[config.mk]
export PLATFORM = sky130hd
export DESIGN_NAME = digicam_filter_top
export DESIGN_NICKNAME = d
export VERILOG_FILES = /design/src/digicam_pkg.sv /design/src/digicam_filter_top.sv /design/src/display_output_select.sv /design/src/ir_command_decoder.sv /design/src/pixel_filter_pipe.sv
export VERILOG_INCLUDE_DIRS = /design/src
export SDC_FILE = /design/constraint.sdc
export NUM_CORES = 1
export LEC_CHECK = 0
export BUFFER_PORTS_ARGS = -buffer_cell sky130_fd_sc_hd__buf_4
export CORE_AREA = 2 2 124 126
export DETAILED_ROUTE_END_ITERATION = 6
export DIE_AREA = 0 0 126 128
export MAX_ROUTING_LAYER = met4
export PLACE_DENSITY = 0.64
export SYNTH_ARGS = -nofsm -noshare
export SYNTH_HDL_FRONTEND = slang
export SYNTH_SLANG_ARGS = --single-unit
[constraint.sdc]
create_clock -name clk_25_vga -period 5.65 [get_ports clk_25_vga]
set_input_delay 0.2825 -clock clk_25_vga [delete_from_list [all_inputs] [get_ports clk_25_vga]]
set_output_delay 0.2825 -clock clk_25_vga [all_outputs]
set_load 0.01 [all_outputs]
[src/digicam_cfg.svh]
`ifndef DIGICAM_CFG_SVH
`define DIGICAM_CFG_SVH

// ======================================================================
// threshold control
// ======================================================================

// value loaded into the binary threshold on reset
`define DIGICAM_THR_RESET 8'd64

// change applied per up or down key press
`define DIGICAM_THR_STEP 8'd5

// saturation limits for the threshold register
`define DIGICAM_THR_MAX 8'd255
`define DIGICAM_THR_MIN 8'd0

// ======================================================================
// pixel pipeline latencies
// ======================================================================

// expand stage plus luma stage
`define DIGICAM_EXEC_LAT 2

// output colour select register
`define DIGICAM_RESULT_LAT 1

// pixel in to vga out is the sum of the two
// a vga pixel stream never stalls, so these are fixed
// the command path is separate and takes one cycle
// (key accepted, new mode visible on the next edge)

// mode and channel are read at the result stage
// the threshold is read when the pixel sits in the luma stage
// so a key landing mid-flight may split a pixel's view of them
// the stimulus keeps keys and pixels apart to avoid that

`endif

[src/digicam_pkg.sv]
`default_nettype none

package digicam_pkg;

    // ==================================================================
    // display modes
    // ==================================================================

    typedef enum logic [1:0] {
        MODE_ORIG    = 2'd0,  // expanded rgb888 as is
        MODE_GRAY    = 2'd1,  // luma on all channels
        MODE_THRESH  = 2'd2,  // black or white by luma compare
        MODE_CHANNEL = 2'd3   // one colour channel only
    } display_mode_e;

    // ==================================================================
    // remote key opcodes, already decoded upstream
    // ==================================================================

    typedef enum logic [7:0] {
        KEY_RED    = 8'h01,  // key 1
        KEY_GREEN  = 8'h02,  // key 2
        KEY_BLUE   = 8'h03,  // key 3
        KEY_GRAY   = 8'h0F,
        KEY_ORIG   = 8'h12,  // ok key
        KEY_THRESH = 8'h13,
        KEY_UP     = 8'h1A,  // threshold up
        KEY_DOWN   = 8'h1E   // threshold down
    } ir_key_e;

    // ==================================================================
    // channel select for single-channel view
    // ==================================================================

    typedef enum logic [1:0] {
        CH_RED   = 2'd0,
        CH_GREEN = 2'd1,
        CH_BLUE  = 2'd2
        // 2'd3 unused
    } channel_sel_e;

endpackage

`default_nettype wire

[src/digicam_filter_top.sv]
`default_nettype none

`include "digicam_cfg.svh"

module digicam_filter_top (
    input  logic                        clk_25_vga,
    input  logic                        rst_n,
    // remote keys, decoded
    input  logic                        ir_valid,
    input  logic [7:0]                  ir_code,
    // camera pixel stream
    input  logic                        pixel_valid,
    input  logic [15:0]                 pixel_rgb565,
    // to the vga dac
    output logic                        vga_valid,
    output logic [7:0]                  vga_r,
    output logic [7:0]                  vga_g,
    output logic [7:0]                  vga_b,
    // front panel status
    output digicam_pkg::display_mode_e  cur_mode,
    output logic [7:0]                  cur_threshold
);

    // ==================================================================
    // internal nets
    // ==================================================================

    digicam_pkg::channel_sel_e channel;

    logic       stage_valid;
    logic [7:0] r8;
    logic [7:0] g8;
    logic [7:0] b8;
    logic [7:0] luma;
    logic       above_thr;

    // decode, key codes to mode and threshold
    ir_command_decoder decode (
        .clk_25_vga (clk_25_vga),
        .rst_n      (rst_n),
        .ir_valid   (ir_valid),
        .ir_code    (ir_code),
        .mode       (cur_mode),
        .channel    (channel),
        .threshold  (cur_threshold)
    );

    // execute, expand + luma + compare
    pixel_filter_pipe execute (
        .clk_25_vga   (clk_25_vga),
        .rst_n        (rst_n),
        .pixel_valid  (pixel_valid),
        .pixel_rgb565 (pixel_rgb565),
        .threshold    (cur_threshold),
        .stage_valid  (stage_valid),
        .r8           (r8),
        .g8           (g8),
        .b8           (b8),
        .luma         (luma),
        .above_thr    (above_thr)
    );

    // result, pick colour per mode
    display_output_select result (
        .clk_25_vga  (clk_25_vga),
        .rst_n       (rst_n),
        .stage_valid (stage_valid),
        .r8          (r8),
        .g8          (g8),
        .b8          (b8),
        .luma        (luma),
        .above_thr   (above_thr),
        .mode        (cur_mode),
        .channel     (channel),
        .vga_valid   (vga_valid),
        .vga_r       (vga_r),
        .vga_g       (vga_g),
        .vga_b       (vga_b)
    );

    // every accepted pixel reaches the dac after the fixed pipeline depth
    a_pixel_latency: assert property (
        @(posedge clk_25_vga) disable iff (!rst_n)
        pixel_valid |-> ##(`DIGICAM_EXEC_LAT + `DIGICAM_RESULT_LAT) vga_valid
    );

endmodule

`default_nettype wire

[src/display_output_select.sv]
`default_nettype none

module display_output_select (
    input  logic                        clk_25_vga,
    input  logic                        rst_n,
    input  logic                        stage_valid,
    input  logic [7:0]                  r8,
    input  logic [7:0]                  g8,
    input  logic [7:0]                  b8,
    input  logic [7:0]                  luma,
    input  logic                        above_thr,
    input  digicam_pkg::display_mode_e  mode,     // read at this stage
    input  digicam_pkg::channel_sel_e   channel,
    output logic                        vga_valid,
    output logic [7:0]                  vga_r,
    output logic [7:0]                  vga_g,
    output logic [7:0]                  vga_b
);

    // ==================================================================
    // colour mux by display mode
    // ==================================================================

    logic [7:0] next_r;
    logic [7:0] next_g;
    logic [7:0] next_b;
    logic [7:0] bw;       // white or black for threshold view

    assign bw = above_thr ? 8'hFF : 8'h00;

    always_comb begin
        next_r = 8'd0;  // black outside the active area
        next_g = 8'd0;
        next_b = 8'd0;
        if (stage_valid) begin
            case (mode)
                digicam_pkg::MODE_ORIG: begin
                    next_r = r8;
                    next_g = g8;
                    next_b = b8;
                end
                digicam_pkg::MODE_GRAY: begin
                    next_r = luma;
                    next_g = luma;
                    next_b = luma;
                end
                digicam_pkg::MODE_THRESH: begin
                    next_r = bw;
                    next_g = bw;
                    next_b = bw;
                end
                digicam_pkg::MODE_CHANNEL: begin
                    // other two channels stay black
                    case (channel)
                        digicam_pkg::CH_RED:   next_r = r8;
                        digicam_pkg::CH_GREEN: next_g = g8;
                        digicam_pkg::CH_BLUE:  next_b = b8;
                        default: ;  // unused code shows black
                    endcase
                end
                default: ;
            endcase
        end
    end

    // output register
    always_ff @(posedge clk_25_vga) begin
        if (!rst_n) begin
            vga_valid <= 1'b0;
            vga_r     <= 8'd0;
            vga_g     <= 8'd0;
            vga_b     <= 8'd0;
        end else begin
            vga_valid <= stage_valid;
            vga_r     <= next_r;
            vga_g     <= next_g;
            vga_b     <= next_b;
        end
    end

    // blanked output is black
    a_blank_black: assert property (
        @(posedge clk_25_vga) disable iff (!rst_n)
        !vga_valid |-> (vga_r == 8'd0 && vga_g == 8'd0 && vga_b == 8'd0)
    );

endmodule

`default_nettype wire

[src/ir_command_decoder.sv]
`default_nettype none

`include "digicam_cfg.svh"

module ir_command_decoder (
    input  logic                        clk_25_vga,
    input  logic                        rst_n,
    input  logic                        ir_valid,   // one-cycle key strobe
    input  logic [7:0]                  ir_code,    // decoded key code
    output digicam_pkg::display_mode_e  mode,
    output digicam_pkg::channel_sel_e   channel,
    output logic [7:0]                  threshold
);

    // ==================================================================
    // key decode and threshold stepping
    // ==================================================================

    digicam_pkg::ir_key_e key;
    logic [8:0]           thr_up_sum;   // one spare bit for overflow
    logic [7:0]           thr_up;
    logic [7:0]           thr_down;

    assign key = digicam_pkg::ir_key_e'(ir_code);  // raw code viewed as opcode

    assign thr_up_sum = {1'b0, threshold} + {1'b0, `DIGICAM_THR_STEP};

    // clamp at the top
    assign thr_up = (thr_up_sum > {1'b0, `DIGICAM_THR_MAX}) ? `DIGICAM_THR_MAX
                                                            : thr_up_sum[7:0];

    // clamp at the bottom so it never wraps below min
    assign thr_down = (threshold < (`DIGICAM_THR_MIN + `DIGICAM_THR_STEP))
                    ? `DIGICAM_THR_MIN
                    : threshold - `DIGICAM_THR_STEP;

    // ==================================================================
    // registered control state
    // ==================================================================

    always_ff @(posedge clk_25_vga) begin
        if (!rst_n) begin
            mode      <= digicam_pkg::MODE_ORIG;
            channel   <= digicam_pkg::CH_RED;
            threshold <= `DIGICAM_THR_RESET;
        end else if (ir_valid) begin
            case (key)
                digicam_pkg::KEY_ORIG:   mode <= digicam_pkg::MODE_ORIG;
                digicam_pkg::KEY_GRAY:   mode <= digicam_pkg::MODE_GRAY;
                digicam_pkg::KEY_THRESH: mode <= digicam_pkg::MODE_THRESH;
                digicam_pkg::KEY_RED: begin
                    mode    <= digicam_pkg::MODE_CHANNEL;
                    channel <= digicam_pkg::CH_RED;
                end
                digicam_pkg::KEY_GREEN: begin
                    mode    <= digicam_pkg::MODE_CHANNEL;
                    channel <= digicam_pkg::CH_GREEN;
                end
                digicam_pkg::KEY_BLUE: begin
                    mode    <= digicam_pkg::MODE_CHANNEL;
                    channel <= digicam_pkg::CH_BLUE;
                end
                digicam_pkg::KEY_UP:     threshold <= thr_up;
                digicam_pkg::KEY_DOWN:   threshold <= thr_down;
                default: begin
                    // unknown remote code holds the state
                end
            endcase
        end
    end

    // ==================================================================
    // checks
    // ==================================================================

    // mode and channel stay on defined encodings once out of reset
    a_legal_state: assert property (
        @(posedge clk_25_vga) disable iff (!rst_n)
        !$isunknown(mode) &&
        channel inside {digicam_pkg::CH_RED, digicam_pkg::CH_GREEN,
                        digicam_pkg::CH_BLUE}
    );

endmodule

`default_nettype wire

[src/pixel_filter_pipe.sv]
`default_nettype none

module pixel_filter_pipe (
    input  logic        clk_25_vga,
    input  logic        rst_n,
    input  logic        pixel_valid,   // active-area flag
    input  logic [15:0] pixel_rgb565,  // r[15:11] g[10:5] b[4:0]
    input  logic [7:0]  threshold,     // binary threshold from decoder
    output logic        stage_valid,
    output logic [7:0]  r8,
    output logic [7:0]  g8,
    output logic [7:0]  b8,
    output logic [7:0]  luma,
    output logic        above_thr      // luma >= threshold
);

    // ==================================================================
    // stage 1 expands rgb565 to rgb888
    // ==================================================================

    logic [7:0] exp_r;
    logic [7:0] exp_g;
    logic [7:0] exp_b;

    logic       s1_valid;
    logic [7:0] s1_r;
    logic [7:0] s1_g;
    logic [7:0] s1_b;

    // low bits filled with ones
    assign exp_r = {pixel_rgb565[15:11], 3'b111};
    assign exp_g = {pixel_rgb565[10:5],  2'b11};
    assign exp_b = {pixel_rgb565[4:0],   3'b111};

    always_ff @(posedge clk_25_vga) begin
        if (!rst_n) begin
            s1_valid <= 1'b0;
            s1_r     <= 8'd0;
            s1_g     <= 8'd0;
            s1_b     <= 8'd0;
        end else begin
            s1_valid <= pixel_valid;
            // blanked pixels carry zero data
            s1_r     <= pixel_valid ? exp_r : 8'd0;
            s1_g     <= pixel_valid ? exp_g : 8'd0;
            s1_b     <= pixel_valid ? exp_b : 8'd0;
        end
    end

    // ==================================================================
    // stage 2 computes luma and the threshold compare
    // ==================================================================

    logic [15:0] luma_sum;   // at most 252 * 255 so 16 bits suffice
    logic [7:0]  luma_next;
    logic        thr_hit;

    // weights 76/150/26 out of 256
    assign luma_sum = 16'd76  * {8'd0, s1_r}
                    + 16'd150 * {8'd0, s1_g}
                    + 16'd26  * {8'd0, s1_b};

    assign luma_next = luma_sum[15:8];  // divide by 256 with truncation

    // threshold as it stands while the pixel is in this stage
    assign thr_hit = s1_valid && (luma_next >= threshold);

    always_ff @(posedge clk_25_vga) begin
        if (!rst_n) begin
            stage_valid <= 1'b0;
            r8          <= 8'd0;
            g8          <= 8'd0;
            b8          <= 8'd0;
            luma        <= 8'd0;
            above_thr   <= 1'b0;
        end else begin
            stage_valid <= s1_valid;
            r8          <= s1_r;  // already zero when blanked
            g8          <= s1_g;
            b8          <= s1_b;
            luma        <= s1_valid ? luma_next : 8'd0;
            above_thr   <= thr_hit;
        end
    end

    // ==================================================================
    // checks
    // ==================================================================

    // blanked slots leave this stage as all zero
    a_blank_zero: assert property (
        @(posedge clk_25_vga) disable iff (!rst_n)
        !stage_valid |-> (r8 == 8'd0 && g8 == 8'd0 && b8 == 8'd0 &&
                          luma == 8'd0 && !above_thr)
    );

endmodule

`default_nettype wire

==> results_dict.tcl, run 1 <==
set metrics [dict create \
    timing.max_cap.violations 0 \
    tightestPinTransition_ns 0.7351 \
    setup.reg_to_reg.worst_slack_ns 0.25 \
    ir_drop_uv 173.1 \
    cp_data_required_time_ns 5.88 \
    ctsHoldBuffers 0 \
    crit_slowest_cell "fa_1" \
    placement_rows 45 \
    filler_cell_count 1439 \
    clock_insertion_delay_worst_skew_ns 0.35 \
    grt_antenna_before_repair 0 \
    final-seq-area_mm2 0.001612 \
    dpl.cell_count 912 \
    critical_path_class "reg -> reg" \
    tritoncts_buffer_count 9 \
    via_count_of_the_first_global_routing_pass 4406 \
    worstReg2RegStart "execute.s1_g[5]$_SDFF_PN0_" \
    drt.antenna.violating_nets 0 \
    synthTopCellsByArea "dfxtp_1, ha_1, fa_1" \
    die_x_um 126 \
    tritoncts_num_sinks 80 \
    cts-htree-levels 3 \
    finalCoreUtilization_pct 46.70 \
    finalHoldViolations 0 \
    max-slew-margin-rel_pct 50.47 \
    finalNetCount 879 \
    fin_cells 932 \
    path_common_cell "ha_1" \
    floorplan.die.height_um 128 \
    ctsRootBufferMaster "clkbuf_16" \
    final-max-slew-violation-count 0 \
    detailed_routing_iteration_count_for_the_pre_antenna_repair_pass 5 \
    routed_wire_length_per_instance_um 13.66 \
    io_buffer_count 62 \
    synth_top_area_share_pct 27.62 \
    synth_largest_area_cell "dfxtp_1" \
    drc 0 \
    detail_route.wirelength_mm 12.73 \
    ctsLongestPathBuffers 2 \
    timing.hold.worst.class "in -> reg" \
    hold_path_startpoint "pixel_rgb565[3]" \
    highest_achievable_clock_rate_ghz 0.1850 \
    post_syn_area_mm2 0.005798 \
    max_stage_delay_ns 0.51 \
    timing.setup.tns_ns 0 \
    path_max_fanout 5 \
    post-route-min-period_ns 5.405 \
    syn_nets 811 \
    grt_max_degree 30 \
    crit_path_end_kind "flip-flop" \
    final.setup.worst_slack_ns 0.2453 \
    timing.hold.worst_endpoint "execute.s1_b[6]$_SDFF_PN0_" \
    cts_tree "built" \
    groute.usage.overall_pct 16.39 \
    static-leakage-power_nw 3.316 \
    syn-instance-count 672 \
    grt_pass1_wl_mm 20.67 \
    final_layout_size_suffix_gt1_share_pct 15.73 \
    area.growth.synth_to_final_pct 19.72 \
    holdPathStages 2 \
    synth_edf_count 0 \
    detailedRoute.firstIterationViolations 165 \
    most_frequently_used_flop_master_after_synthesis "dfxtp_1" \
    power-per-cell-area_mw_per_mm2 263.4 \
    regToRegEndpoint "execute.above_thr$_SDFF_PN0_" \
    multi_input_area_mm2 0.003930 \
    synthDistinctLibCells 57 \
    worst-endpoint-arrival_ns 5.63 \
    place_worst_setup_slack_ns -0.01802 \
    core_region_area_mm2 0.01486 \
    boundaryPins 63 \
    synth-seq-area-share_pct 27.62 \
    last_weighted_congestion_value_of_the_routability_driven_placer 0.8759 \
    total_gr_overflow 0 \
    n_antenna_cell 0 \
    floorplan.initialDensity_pct 39.01 \
    skew_ns 0.009001 \
    ys.warnings.count 0 \
    detailroute.via_count 4729 \
    clk_transition_reported_paths_ns 0.06 \
    critPathLaunchType "flip-flop" \
    dpl.hpwl_mm 9.918 \
    syn-mean-instance-area_um2 8.628 \
    die_area_mm2 0.01613 \
    holdWs_ns 0.1692 \
    post-route-period-util_pct 95.66 \
    synthArstFlopShare_pct 0 \
    crit_chain "ha_1 > ha_1 > inv_1 > fa_1 > fa_1 > inv_1 > ha_4 > a2111oi_2 > o21ai_1 > a41oi_2 > xor2_1 > fa_1 > inv_1 > ha_1 > a21oi_2 > o21ai_1 > a21o_1 > buf_4 > xor2_2 > ha_1 > a21o_1 > a211oi_2 > a211oi_2" \
    r2r_cells 23 \
    detail_route.vias_per_cell 5.074 \
    status "complete, no violations" \
    ys_seq_elements 80 \
    report.final.setup_viol 0 \
]
## cells in the final DEF, fill, tap and decap left out, types with 11 or more instances in the layout
master	instances
ha_1	86
dfxtp_1	76
inv_1	74
buf_4	73
a21oi_1	72
nor2_1	42
nand2_1	42
o21ai_0	38
xnor2_1	25
and3_1	21
fa_1	21
and2_1	17
nand3_1	12
nor2b_1	11
## power breakdown
group	leakage, nW	switching (W)	internal, W	total (W)
Sequential	0.652	0.0000134	0.000583	0.000597
Clock	0.155	0.000237	0.000396	0.000633
Combinational	2.51	0.000322	0.000276	0.000598
Total	3.32	0.000573	0.00126	0.00183
## how the worst max path moves through the flow
stage	start	endpoint	slack [ns]	depth (start not counted)
after floorplan	execute.s1_g[4]$_SDFF_PN0_	execute.above_thr$_SDFF_PN0_	0.22	22
after global placement	execute.s1_g[6]$_SDFF_PN0_	execute.above_thr$_SDFF_PN0_	0.10	22
after detailed placement	execute.s1_g[5]$_SDFF_PN0_	execute.above_thr$_SDFF_PN0_	-0.02	22
after CTS	execute.s1_g[5]$_SDFF_PN0_	execute.above_thr$_SDFF_PN0_	0.05	22
after global routing	execute.s1_g[5]$_SDFF_PN0_	execute.above_thr$_SDFF_PN0_	-0.04	24
final	execute.s1_g[5]$_SDFF_PN0_	execute.above_thr$_SDFF_PN0_	0.25	23
## final cells by class
class / count / share of cell area, %
multi-input cells: 499 / 56.61
flip-flops and latches: 80 / 23.22
repair buffers: 74 / 8.057
inverters: 76 / 4.110
clock buffers: 10 / 3.443
well taps: 188 / 3.389
clock inverters: 5 / 1.172
## cells by family (layout without fill, tap and decap cells)
kind of cell / count (synthesis) / after routing / synth area share [%]
flops: 80 / 80 / 27.62
fa+ha+maj: 111 / 111 / 26.67
xor+xnor: 35 / 35 / 5.524
buf+inv: 93 / 165 / 6.193
mux: 5 / 5 / 0.8848
simple gates: 189 / 189 / 17.11
compound gates: 159 / 159 / 15.99
## cell usage after synthesis, types with 4 or more instances
cell      instances
ha_1             90
dfxtp_1          80
inv_1            75
a21oi_1          74
nand2_1          42
nor2_1           42
o21ai_0          42
xnor2_1          25
and3_1           21
fa_1             21
and2_1           17
clkbuf_1         13
nand3_1          12
nor2b_1          11
a21o_1           10
nor3_1           10
nand2b_1          9
xor2_1            9
a211oi_1          4
mux2i_1           4
o21a_1            4
## flip-flops by register name, indices dropped and copies added, names as in the netlist
name	flops
decode.threshold	8
result.vga_g	8
decode.mode	2
execute.luma	8
execute.s1_g	6
result.vga_valid	1
result.vga_r	8
execute.g8	6
execute.r8	5
result.vga_b	8
execute.s1_r	5
execute.above_thr	1
execute.b8	6
execute.s1_b	6
decode.channel	2
## timing repair
action,CTS,global route
setup endpoints to repair,1,1
pin swaps,0,10
resized for setup,1,26
buffers inserted,0,5
## per-stage QoR
step	power [W]	cell area, µm²
2_1_floorplan	0.001042	5798
3_3_place_gp	0.001174	6477
3_5_place_dp	0.001176	6477
4_1_cts	0.001815	6805
5_1_grt	0.001952	6942
6_report	0.001828	6942
## critical path: cells and delay by family, from the launching register on
kind | cells | cell delay [ns]
AO/OA/AOI/OAI | 9 | 1.61
XOR/XNOR | 2 | 0.27
adder cells (fa/ha/maj) | 8 | 2.71
buffers and inverters | 4 | 0.33
flip-flops | 1 | 0.37
## routing by layer
layer / wire [µm] / part of all wire, % / up-vias / global-route usage, %
met5: 0 / 0 / - / -
met4: 173 / 1.4 / 0 / 5.624
met3: 562 / 4.4 / 11 / 2.880
met2: 5742 / 45 / 94 / 25.52
met1: 6255 / 49 / 2184 / 21.61
li1: - / - / 2440 / -
No activity file was read; power rests on OpenSTA's default activity.
==> run 2, diff against run 1 <==
--- a/config.mk
+++ b/config.mk
@@ -11,7 +11,8 @@
 export DETAILED_ROUTE_END_ITERATION = 6
 export DIE_AREA = 0 0 126 128
 export MAX_ROUTING_LAYER = met4
-export PLACE_DENSITY = 0.64
+export PLACE_DENSITY = 0.62
+export RECOVER_POWER = 25
 export SYNTH_ARGS = -nofsm -noshare
 export SYNTH_HDL_FRONTEND = slang
 export SYNTH_SLANG_ARGS = --single-unit
==> constraint.sdc (replaced) <==
create_clock -name clk_25_vga -period 6.41 [get_ports clk_25_vga]
set_input_delay 0.3205 -clock clk_25_vga [delete_from_list [all_inputs] [get_ports clk_25_vga]]
set_output_delay 0.3205 -clock clk_25_vga [all_outputs]
set_load 0.01 [all_outputs]
==> run 2 against run 1 <==
Global-route usage grew 1.3 points. Sequential share of layout area grew 0.54 points. Cell area shrank 2.9%. Largest cell class unchanged. Worst hold slack gained 0.045 ns. Register-to-register slack gained 0.37 ns. Clock power shrank 13%. Via count grew 1.7%.
==> results_dict.tcl, run 2 (synthesis results as in run 1) <==
set metrics [dict create \
    status "complete, no violations" \
    last_weighted_congestion_value_of_the_routability_driven_placer 0.8876 \
    routed_wire_length_per_instance_um 14.63 \
    timing.max_cap.violations 0 \
    detailed_routing_iteration_count_for_the_pre_antenna_repair_pass 5 \
    finalNetCount 868 \
    total_gr_overflow 0 \
    placement_rows 45 \
    drt.antenna.violating_nets 0 \
    filler_cell_count 1459 \
    boundaryPins 63 \
    grt_pass1_wl_mm 22.48 \
    ctsHoldBuffers 0 \
    drc 0 \
    die_area_mm2 0.01613 \
    n_antenna_cell 0 \
    grt_max_degree 30 \
    crit_slowest_cell "fa_1" \
    highest_achievable_clock_rate_ghz 0.1725 \
    dpl.hpwl_mm 10.83 \
    cp_data_required_time_ns 6.63 \
    skew_ns 0.007383 \
    floorplan.die.height_um 128 \
    finalHoldViolations 0 \
    path_common_cell "ha_1" \
    tightestPinTransition_ns 1.225 \
    crit_family "adder cells" \
    path_max_fanout 5 \
    groute.usage.overall_pct 17.68 \
    cts_tree "built" \
    floorplan.initialDensity_pct 39.01 \
    final-max-slew-violation-count 0 \
    max_stage_delay_ns 0.51 \
    detail_route.vias_per_cell 5.215 \
    final_layout_size_suffix_gt1_share_pct 11.31 \
    ctsLongestPathBuffers 2 \
    timing.setup.tns_ns 0 \
    post-route-period-util_pct 90.44 \
    detailedRoute.firstIterationViolations 300 \
    critical_path_class "reg -> reg" \
    commonest_non_fill_non_tap_cell_in_the_layout "ha_1" \
    unrepaired_setup_endpoints_after_global_routing "false" \
    post_cts_resize_count 0 \
    r2r_cells 22 \
    cts-htree-levels 3 \
    place_worst_setup_slack_ns 0.5020 \
    area.growth.synth_to_final_pct 16.27 \
    grt_antenna_before_repair 0 \
    critPathLaunchType "flip-flop" \
    timing.critical_path.depth 22 \
    timing.hold.worst.class "in -> reg" \
    detailroute.via_count 4808 \
    ir_drop_uv 136.6 \
    tritoncts_num_sinks 80 \
    finalCoreUtilization_pct 45.35 \
    report.final.setup_viol 0 \
    max-slew-margin-rel_pct 18.31 \
    die_x_um 126 \
    power-per-cell-area_mw_per_mm2 236.5 \
    post-route-cell-area_mm2 0.006741 \
    crit_path_end_kind "flip-flop" \
    postPlaceCellArea_mm2 0.006432 \
    static-leakage-power_nw 3.238 \
    most-common-layout-cells "ha_1, dfxtp_1, inv_1, a21oi_1, buf_4" \
    crit_chain "ha_1 > ha_1 > inv_1 > fa_1 > fa_1 > inv_1 > ha_1 > a2111oi_0 > o21ai_1 > a41oi_2 > xor2_1 > fa_1 > inv_1 > ha_1 > nand3_1 > o21ai_0 > a21o_1 > xor2_1 > ha_1 > a21o_1 > a211oi_1 > a211oi_1" \
    detail_route.wirelength_mm 13.49 \
    clk_transition_reported_paths_ns 0.06 \
    post-route-min-period_ns 5.797 \
    tritoncts_buffer_count 9 \
    post-cts-setup-buffers 0 \
    worst-endpoint-arrival_ns 6.02 \
    ctsRootBufferMaster "clkbuf_16" \
    final.setup.worst_slack_ns 0.6128 \
    holdWs_ns 0.2141 \
    core_region_area_mm2 0.01486 \
    worstPathBufferInverterCount 3 \
    io_buffer_count 62 \
    via_count_of_the_first_global_routing_pass 4641 \
    clock_insertion_delay_worst_skew_ns 0.34 \
    holdPathStages 2 \
]
-- run 2: cell types whose count changed in the layout (fill, tap and decap cells not counted), sizes merged --
cell	before	now
buf	74	58
clkbuf	10	15
inv	75	77
clkinvlp	1	0
-- run 2: worst paths after layout --
kind                              start                      endpoint  slack (ns)
min reg2reg    execute.g8[3]$_SDFF_PN0_    result.vga_g[3]$_SDFF_PN0_        0.44
max          execute.s1_g[4]$_SDFF_PN0_  execute.above_thr$_SDFF_PN0_        0.61
max reg2reg  execute.s1_g[4]$_SDFF_PN0_  execute.above_thr$_SDFF_PN0_        0.61
min                     pixel_rgb565[2]    execute.s1_b[5]$_SDFF_PN0_        0.21
-- run 2: per-stage QoR --
step	power [W]	instances
after floorplan	0.0009181	672
after global placement	0.001029	906
after detailed placement	0.001049	906
after CTS	0.001611	922
after global routing	0.001699	922
final	0.001594	922
-- run 2: cell type report --
type / instances / area, µm² / share of cell area [%]
Sequential cell: 80 / 1602 / 23.76
Clock buffer: 10 / 229.0 / 3.396
Multi-Input combinational cell: 499 / 3845 / 57.03
Clock inverter: 6 / 91.34 / 1.355
Tap cell: 188 / 235.2 / 3.489
Inverter: 76 / 285.3 / 4.232
Timing Repair Buffer: 63 / 454.2 / 6.737
-- run 2: layer usage --
| metal | vias to the layer above | track usage (%) | share of wire, % |
|---|---|---|---|
| met3 | 19 | 4.007 | 5.2 |
| met4 | 0 | 4.913 | 1.7 |
| met1 | 2236 | 22.13 | 46 |
| met5 | - | - | 0 |
| met2 | 125 | 28.87 | 47 |
| li1 | 2428 | - | - |
-- run 2: where the power goes --
group	total, W	switching (W)	internal [W]
clock network	0.000549	0.000205	0.000344
registers	0.000529	0.0000143	0.000515
logic	0.000517	0.000290	0.000226
total	0.00159	0.000510	0.00108
